===== config.mk =====
export PLATFORM = sky130hd
export DESIGN_NAME = video_line_out_top
export DESIGN_NICKNAME = d
export VERILOG_FILES = /design/src/source/video_pkg.sv /design/src/source/video_line_out_top.sv /design/src/source/ram_to_video.sv /design/src/source/frame_ram.sv /design/src/source/pixel_writer.sv
export VERILOG_INCLUDE_DIRS = /design/src /design/src/include
export SDC_FILE = /design/constraint.sdc
export NUM_CORES = 2
export LEC_CHECK = 0
export BUFFER_PORTS_ARGS = -buffer_cell sky130_fd_sc_hd__buf_4
export CORE_MARGIN = 2
export CORE_UTILIZATION = 30
export DETAILED_ROUTE_END_ITERATION = 12
export GPL_TIMING_DRIVEN = 0
export HOLD_SLACK_MARGIN = 0.12
export PLACE_DENSITY_LB_ADDON = 0.05
export SYNTH_ARGS = -nofsm -noshare
export SYNTH_HDL_FRONTEND = slang
export SYNTH_SLANG_ARGS = --single-unit

===== constraint.sdc =====
create_clock -name clock -period 3.1 [get_ports clock]
set_clock_uncertainty 0.2 [all_clocks]
set_input_delay 0.155 -clock clock [delete_from_list [all_inputs] [get_ports clock]]
set_output_delay 0.155 -clock clock [all_outputs]
set_load 0.01 [all_outputs]

===== src/include/video_geometry.svh =====
`ifndef VIDEO_GEOMETRY_SVH
`define VIDEO_GEOMETRY_SVH

// tiny raster so a whole frame fits in a short simulation

// horizontal timing in counts per line
`define h_total      16
`define h_visible    12
`define h_offset     2
`define h_sync_start 12
`define h_sync_width 2

// vertical timing in lines per frame
`define v_total      12
`define v_visible    10
`define v_offset     1
`define v_sync_line  10

// frame buffer shape
`define line_length  8
`define ram_lines    8

`endif

===== src/source/video_pkg.sv =====
package video_pkg;

    // one RGB pixel with red in the top byte
    localparam int pixel_width = 24;

    // one colour channel
    localparam int channel_width = 8;

    // hsync and vsync are active low
    localparam logic sync_active = 1'b0;

endpackage


===== src/source/video_line_out_top.sv =====
`include "video_geometry.svh"

module video_line_out_top #(
    parameter int line_length  = `line_length,
    parameter int ram_lines    = `ram_lines,
    parameter int h_total      = `h_total,
    parameter int h_visible    = `h_visible,
    parameter int h_offset     = `h_offset,
    parameter int h_sync_start = `h_sync_start,
    parameter int h_sync_width = `h_sync_width,
    parameter int v_total      = `v_total,
    parameter int v_visible    = `v_visible,
    parameter int v_offset     = `v_offset,
    parameter int v_sync_line  = `v_sync_line
) (
    input  logic                               clock,
    input  logic                               combined_reset,
    input  logic                               pixel_strobe,
    input  logic [video_pkg::pixel_width-1:0]  pixel_data,
    input  logic                               frame_start,
    input  logic                               line_doubler,
    input  logic                               scanline_enable,
    output logic [video_pkg::pixel_width-1:0]  video_out,
    output logic                               hsync,
    output logic                               vsync,
    output logic                               draw_area,
    output logic                               restart
);

    localparam int address_bits = $clog2(line_length * ram_lines);

    logic                              write_enable;
    logic [address_bits-1:0]           write_address;
    logic [video_pkg::pixel_width-1:0] write_data;
    logic                              start_trigger;
    logic [address_bits-1:0]           read_address;
    logic [video_pkg::pixel_width-1:0] read_data;

    pixel_writer #(
        .line_length (line_length),
        .ram_lines   (ram_lines)
    ) writer (
        .clock          (clock),
        .combined_reset (combined_reset),
        .pixel_strobe   (pixel_strobe),
        .pixel_data     (pixel_data),
        .frame_start    (frame_start),
        .write_enable   (write_enable),
        .write_address  (write_address),
        .write_data     (write_data),
        .start_trigger  (start_trigger)
    );

    frame_ram #(
        .line_length (line_length),
        .ram_lines   (ram_lines)
    ) buffer (
        .clock         (clock),
        .write_enable  (write_enable),
        .write_address (write_address),
        .write_data    (write_data),
        .read_address  (read_address),
        .read_data     (read_data)
    );

    ram_to_video #(
        .line_length  (line_length),
        .ram_lines    (ram_lines),
        .h_total      (h_total),
        .h_visible    (h_visible),
        .h_offset     (h_offset),
        .h_sync_start (h_sync_start),
        .h_sync_width (h_sync_width),
        .v_total      (v_total),
        .v_visible    (v_visible),
        .v_offset     (v_offset),
        .v_sync_line  (v_sync_line)
    ) video (
        .clock           (clock),
        .combined_reset  (combined_reset),
        .start_trigger   (start_trigger),
        .line_doubler    (line_doubler),
        .scanline_enable (scanline_enable),
        .read_data       (read_data),
        .read_address    (read_address),
        .video_out       (video_out),
        .hsync           (hsync),
        .vsync           (vsync),
        .draw_area       (draw_area),
        .restart         (restart)
    );

endmodule


===== src/source/ram_to_video.sv =====
module ram_to_video #(
    parameter int line_length,
    parameter int ram_lines,
    parameter int h_total,
    parameter int h_visible,
    parameter int h_offset,
    parameter int h_sync_start,
    parameter int h_sync_width,
    parameter int v_total,
    parameter int v_visible,
    parameter int v_offset,
    parameter int v_sync_line,
    localparam int address_bits = $clog2(line_length * ram_lines)
) (
    input  logic                               clock,
    input  logic                               combined_reset,
    input  logic                               start_trigger,
    input  logic                               line_doubler,
    input  logic                               scanline_enable,
    input  logic [video_pkg::pixel_width-1:0]  read_data,
    output logic [address_bits-1:0]            read_address,
    output logic [video_pkg::pixel_width-1:0]  video_out,
    output logic                               hsync,
    output logic                               vsync,
    output logic                               draw_area,
    output logic                               restart
);

    localparam int words    = line_length * ram_lines;
    localparam int x_bits   = $clog2(h_total);
    localparam int y_bits   = $clog2(v_total);
    localparam int channels = video_pkg::pixel_width / video_pkg::channel_width;

    localparam logic [address_bits-1:0] line_step     = address_bits'(line_length);
    localparam logic [address_bits-1:0] last_row_base = address_bits'(words - line_length);
    // with doubling the first window line already shows row v_offset / 2
    localparam logic [address_bits-1:0] doubled_start =
        address_bits'(((v_offset / 2) % ram_lines) * line_length);

    logic doubler_q;
    logic doubler_q_q;
    logic doubler_edge;
    logic clear_state;

    logic running;     // trigger seen, counters live
    logic stage_valid; // x_q / y_q hold a live position

    logic [x_bits-1:0] x_count;
    logic [y_bits-1:0] y_count;
    logic [x_bits-1:0] x_q;
    logic [y_bits-1:0] y_q;

    logic [address_bits-1:0] addr_x;
    logic [address_bits-1:0] addr_y; // base of the current buffer row
    logic                    line_advance;

    function automatic logic in_window(input logic [x_bits-1:0] x, input logic [y_bits-1:0] y);
        return x >= h_offset && x < h_visible - h_offset
            && y >= v_offset && y < v_visible - v_offset;
    endfunction

    function automatic logic [video_pkg::pixel_width-1:0] halve_channels(
        input logic [video_pkg::pixel_width-1:0] pixel
    );
        logic [video_pkg::pixel_width-1:0] result;
        for (int i = 0; i < channels; i++) begin
            result[i*video_pkg::channel_width +: video_pkg::channel_width] =
                pixel[i*video_pkg::channel_width +: video_pkg::channel_width] >> 1;
        end
        return result;
    endfunction

    // any toggle of the doubler setting restarts the consumer
    always_ff @(posedge clock) begin
        doubler_q   <= line_doubler;
        doubler_q_q <= doubler_q;
    end

    assign doubler_edge = doubler_q ^ doubler_q_q;
    assign clear_state  = combined_reset || doubler_edge;

    // doubled lines move on only after odd y
    assign line_advance = doubler_q ? y_count[0] : (y_count >= v_offset);

    assign read_address = in_window(x_count, y_count) ? addr_y + addr_x : '0;

    always_ff @(posedge clock) begin
        if (clear_state) begin
            running <= 1'b0;
            restart <= 1'b0;
            x_count <= x_bits'(h_offset);
            y_count <= y_bits'(v_offset);
            addr_x  <= '0;
            addr_y  <= '0;
        end else if (!running) begin
            restart <= start_trigger;
            if (start_trigger) begin
                running <= 1'b1;
                x_count <= x_bits'(h_offset);
                y_count <= y_bits'(v_offset);
                addr_x  <= '0;
                addr_y  <= doubler_q ? doubled_start : '0;
            end
        end else begin
            restart <= 1'b0;
            if (x_count < h_total - 1) begin
                x_count <= x_count + 1'b1;
                if (x_count >= h_offset && addr_x < line_length - 1) begin
                    addr_x <= addr_x + 1'b1;
                end else begin
                    addr_x <= '0;
                end
            end else begin
                x_count <= '0;
                addr_x  <= '0;
                if (y_count < v_total - 1) begin
                    y_count <= y_count + 1'b1;
                    if (line_advance) begin
                        // rows wrap around the buffer
                        addr_y <= (addr_y == last_row_base) ? '0 : addr_y + line_step;
                    end
                end else begin
                    y_count <= '0;
                    addr_y  <= '0;
                end
            end
        end
    end

    // position lines up with read_data here
    always_ff @(posedge clock) begin
        if (clear_state) begin
            stage_valid <= 1'b0;
        end else begin
            stage_valid <= running;
        end
    end

    always_ff @(posedge clock) begin
        x_q <= x_count;
        y_q <= y_count;
    end

    always_ff @(posedge clock) begin
        if (clear_state || !stage_valid) begin
            draw_area <= 1'b0;
            hsync     <= ~video_pkg::sync_active;
            vsync     <= ~video_pkg::sync_active;
            video_out <= '0;
        end else begin
            draw_area <= x_q < h_visible && y_q < v_visible;

            if (x_q >= h_sync_start && x_q < h_sync_start + h_sync_width) begin
                hsync <= video_pkg::sync_active;
            end else begin
                hsync <= ~video_pkg::sync_active;
            end

            vsync <= (y_q == v_sync_line) ? video_pkg::sync_active : ~video_pkg::sync_active;

            if (!in_window(x_q, y_q)) begin
                video_out <= '0; // border
            end else if (scanline_enable && y_q[0]) begin
                video_out <= halve_channels(read_data);
            end else begin
                video_out <= read_data;
            end
        end
    end

endmodule


===== src/source/frame_ram.sv =====
module frame_ram #(
    parameter int line_length,
    parameter int ram_lines,
    localparam int address_bits = $clog2(line_length * ram_lines)
) (
    input  logic                               clock,
    input  logic                               write_enable,
    input  logic [address_bits-1:0]            write_address,
    input  logic [video_pkg::pixel_width-1:0]  write_data,
    input  logic [address_bits-1:0]            read_address,
    output logic [video_pkg::pixel_width-1:0]  read_data
);

    localparam int words = line_length * ram_lines;

    logic [video_pkg::pixel_width-1:0] memory [words];

    always_ff @(posedge clock) begin
        if (write_enable) begin
            memory[write_address] <= write_data;
        end
        read_data <= memory[read_address]; // one cycle read latency
    end

endmodule


===== src/source/pixel_writer.sv =====
module pixel_writer #(
    parameter int line_length,
    parameter int ram_lines,
    localparam int address_bits = $clog2(line_length * ram_lines)
) (
    input  logic                               clock,
    input  logic                               combined_reset,
    input  logic                               pixel_strobe,
    input  logic [video_pkg::pixel_width-1:0]  pixel_data,
    input  logic                               frame_start,
    output logic                               write_enable,
    output logic [address_bits-1:0]            write_address,
    output logic [video_pkg::pixel_width-1:0]  write_data,
    output logic                               start_trigger
);

    localparam int words = line_length * ram_lines;

    logic [address_bits-1:0] next_address;
    logic [address_bits-1:0] base_address;
    logic [address_bits-1:0] line_count; // writes seen since frame_start
    logic                    counting;

    // a pixel strobed together with frame_start lands at address 0
    assign base_address = frame_start ? '0 : next_address;

    always_ff @(posedge clock) begin
        if (combined_reset) begin
            write_enable  <= 1'b0;
            next_address  <= '0;
            line_count    <= '0;
            counting      <= 1'b0;
            start_trigger <= 1'b0;
        end else begin
            write_enable  <= pixel_strobe;
            start_trigger <= 1'b0;

            if (pixel_strobe) begin
                next_address <= (base_address == words - 1) ? '0 : base_address + 1'b1;
            end else begin
                next_address <= base_address;
            end

            if (frame_start) begin
                counting   <= 1'b1;
                line_count <= '0;
            end else if (write_enable && counting) begin
                // this write completes the first line of the frame
                if (line_count == line_length - 1) begin
                    start_trigger <= 1'b1;
                    counting      <= 1'b0; // once per frame
                end else begin
                    line_count <= line_count + 1'b1;
                end
            end
        end
    end

    always_ff @(posedge clock) begin
        if (pixel_strobe) begin
            write_address <= base_address;
            write_data    <= pixel_data;
        end
    end

endmodule


==> metrics.txt <==
Critical Path Source Type=flip-flop; Critical Path AT=4.30 ns; final hold violations=0; Initial Utilization=30.20%; HPWL Detailed=196,600 microns; top-area cell type share of the netlist area=74.30%; Reg area=0.04894 sq mm; crit share post-route=124.5%; remaining global-route overflow=0; Area contributors post-synth=edfxtp_1 74%, mux2i_1 3.9%, dfxtp_1 3.0%; Rel. slew slack=9.161%; site row count=168; unrepaired setup endpoints after global routing=true; async set-or-reset flop fraction in the synthesized netlist=0%; largest net degree at the start of global routing=36; crit path time final=3.859 ns; DRT Pass-1 Iters=6; clk root buf=clkbuf_16; Num CTS Buffers=190; Synth top cells by count=1,566 x edfxtp_1, 252 x nand2_1, 246 x mux2i_1; min-delay worst type=reg2reg; reg2reg end=buffer.read_data[2]$_DFF_P_; flop2flop setup slack=-0.76 ns; core area=0.2096 sq mm; Die X-Extent=463.3 microns; max cap viols=0; Die ar.=0.2147 sq mm; Via density=5.344; clock sinks=1,661; count leader, synth=edfxtp_1; largest area contributor in the netlist=edfxtp_1; CTS tree=yes; number of remaining DRC errors=0; Post-Synthesis Cell Area=0.06329 sq mm; Post-DRT Antenna Nets=0; syn nets=3,871; failing checks=setup timing; distinct cell type count of the synthesized netlist=73; Hold Crit Start=video.x_count[2]$_SDFFE_PP0N_; Pwr Total=47,870 uW; Static Leak=0.02598 uW; Iter 0 DRT Violations=5,033; status=complete, but fails checks; Clock Pin Slew Worst Setup and Hold Paths=0.06 ns; post-synthesis sequential area ratio=77.31%; Mapped Cells=3,831; Max Fclk=259.1 MHz; Critical Path RT=3.55 ns; worst r2r path cells=11; Hold EP=video.x_q[2]$_DFF_P_; EDFF count, synth=1,566; vias in the first global route=37,940; initial antenna violation count=23; gr usage total=25.24%; Port Buffers=56; routed wire length=275,100 microns; Final GP Congestion=0.8577; Area Growth Syn to Fin=29.92%; critical path endpoint category=flip-flop; final worst setup slack=-0.7594 ns; Worst-Margin Slew=1.360 ns; Mean Syn Cell Area=16.52 sq um; first-pass GRT wire length=361,300 microns; worst-path fanout max=5; Synth Warn #=0; # setup viols final=24; number of fill cells=19,390; H-tree Lvls=4; Crit Path Class=reg2reg; Boundary Pins=58; maximum vdd drop=0.6399 mV; ys flop type=edfxtp_1; fin. max-slew vios=0; share of post-route cells with drive strength above 1=26.62%; hold depth=0; Layout Nets=4,453; clock buffer depth=3; Crit Reg-Reg Startpoint=video.y_count[1]$_SDFFE_PP0P_; PwrDens=582.2 mW/mm^2; TNS Setup=-9.304 ns; later-pin clock latency in the skew report=0.85 ns; wire per inst=37.27 microns; Multi-input gate area=0.01560 sq mm; Vias=39,450; die height=463.3 microns; Yosys reg bits=1,661
==> worst max path at each step <==
| stage | startpoint | end | cells after the start |
|---|---|---|---|
| after CTS | video.y_count[1]$_SDFFE_PP0P_ | buffer.read_data[2]$_DFF_P_ | 11 |
| after detailed placement | video.addr_x[1]$_SDFFE_PP0N_ | buffer.read_data[3]$_DFF_P_ | 9 |
| after global routing | video.y_count[0]$_SDFFE_PP1P_ | buffer.read_data[2]$_DFF_P_ | 12 |
| final | video.y_count[1]$_SDFFE_PP0P_ | buffer.read_data[2]$_DFF_P_ | 11 |
| after floorplan | video.y_count[1]$_SDFFE_PP0P_ | buffer.read_data[13]$_DFF_P_ | 11 |
| after global placement | video.addr_x[0]$_SDFFE_PP0N_ | buffer.read_data[16]$_DFF_P_ | 10 |
==> placed cells by master (no fill, tap or decap), drive strengths merged, types with 16 or more instances in the layout <==
| cell | count |
|---|---|
| a211o | 28 |
| a211oi | 64 |
| a21oi | 209 |
| a221oi | 37 |
| and2 | 26 |
| buf | 467 |
| clkbuf | 359 |
| clkinv | 59 |
| dfxtp | 95 |
| dlygate4sd3 | 59 |
| edfxtp | 1566 |
| inv | 23 |
| mux2 | 74 |
| mux2i | 246 |
| mux4 | 43 |
| nand2 | 253 |
| nand3 | 64 |
| nand4 | 20 |
| nor2 | 233 |
| nor2b | 16 |
| nor3 | 52 |
| nor4 | 20 |
| o2111ai | 16 |
| o211ai | 20 |
| o21ai | 98 |
| o221ai | 42 |
| o22ai | 170 |
| o2bb2ai | 22 |
==> cells by family after synthesis <==
| kind of cell | Yosys count | synth area share [%] |
|---|---|---|
| adders and majority gates | 10 | 0.1977 |
| DFF | 1661 | 77.31 |
| and+or+nand+nor | 742 | 5.362 |
| buffers and inverters | 239 | 1.744 |
| muxes | 363 | 6.738 |
| xor gates and xnor gates | 13 | 0.1799 |
| AOI/OAI and AO/OA | 803 | 8.471 |
==> critical path, cell delays in order, from the launching register on <==
cell      delay (ns)
dfxtp_2         0.33
inv_2           0.06
ha_4            0.15
or4b_4          0.53
o221ai_4        0.11
buf_12          0.19
or2_4           0.20
buf_8           0.13
o22ai_1         0.07
or4_4           0.59
o31a_1          0.18
o211ai_1        0.88
==> repair_timing <==
item	4_1_cts	5_1_grt
cloned	5	0
hold endpoints to repair	103	0
hold buffers	59	0
resized for setup	777	66
setup buffers	120	18
pin swaps	113	40
setup endpoints to repair	765	254
==> report_power, final <==
part           switching [uW]  internal [uW]
Sequential                130          24800
Combinational             797            491
Clock                    9390          12300
Total                   10300          37600
==> layer usage <==
metal	vias up	share of wire [%]	global-route usage, %
met1	21070	45	35.67
met5	-	0	0
met3	350	6.8	5.237
met2	1536	45	38.38
li1	16500	-	-
met4	0	3.8	8.794
==> per-stage QoR <==
| step | worst slack (ns) | std cells | instance area [sq um] | hold slack, ns | utilization [%] |
|---|---|---|---|---|---|
| after floorplan | 0.3682 | 3831 | 63300 | -0.01728 | - |
| after global placement | -3.159 | 6692 | 67230 | 0.06137 | 32.08 |
| after detailed placement | -2.721 | 6830 | 71050 | 0.06905 | 33.90 |
| after CTS | -0.6176 | 7360 | 81750 | 0.1413 | 39.01 |
| after global routing | -0.6245 | 7379 | 82210 | 0.1707 | 39.23 |
| final | -0.7594 | 7383 | 82220 | 0.1552 | 39.23 |
==> layout make-up <==
class | instances | share of cell area, %
plain buffers | 219 | 2.821
repair buffers | 392 | 7.164
multi-input cells | 1933 | 18.97
well taps | 2805 | 4.268
flip-flops and latches | 1661 | 59.52
inverters | 16 | 0.07608
clock buffers | 277 | 6.467
clock inverters | 73 | 0.6954
diodes | 7 | 0.02130
==> flip-flops by register name, summed over array words and instances, names as in the netlist, 3 cells and up <==
signal / count
writer.next_address: 6
video.video_out: 24
writer.line_count: 6
video.x_count: 4
writer.write_address: 6
writer.write_data: 24
video.x_q: 3
video.y_count: 4
video.y_q: 4
video.addr_y: 3
video.addr_x: 6
buffer.memory: 1536
buffer.read_data: 24
(Power assumes the default switching activity.)
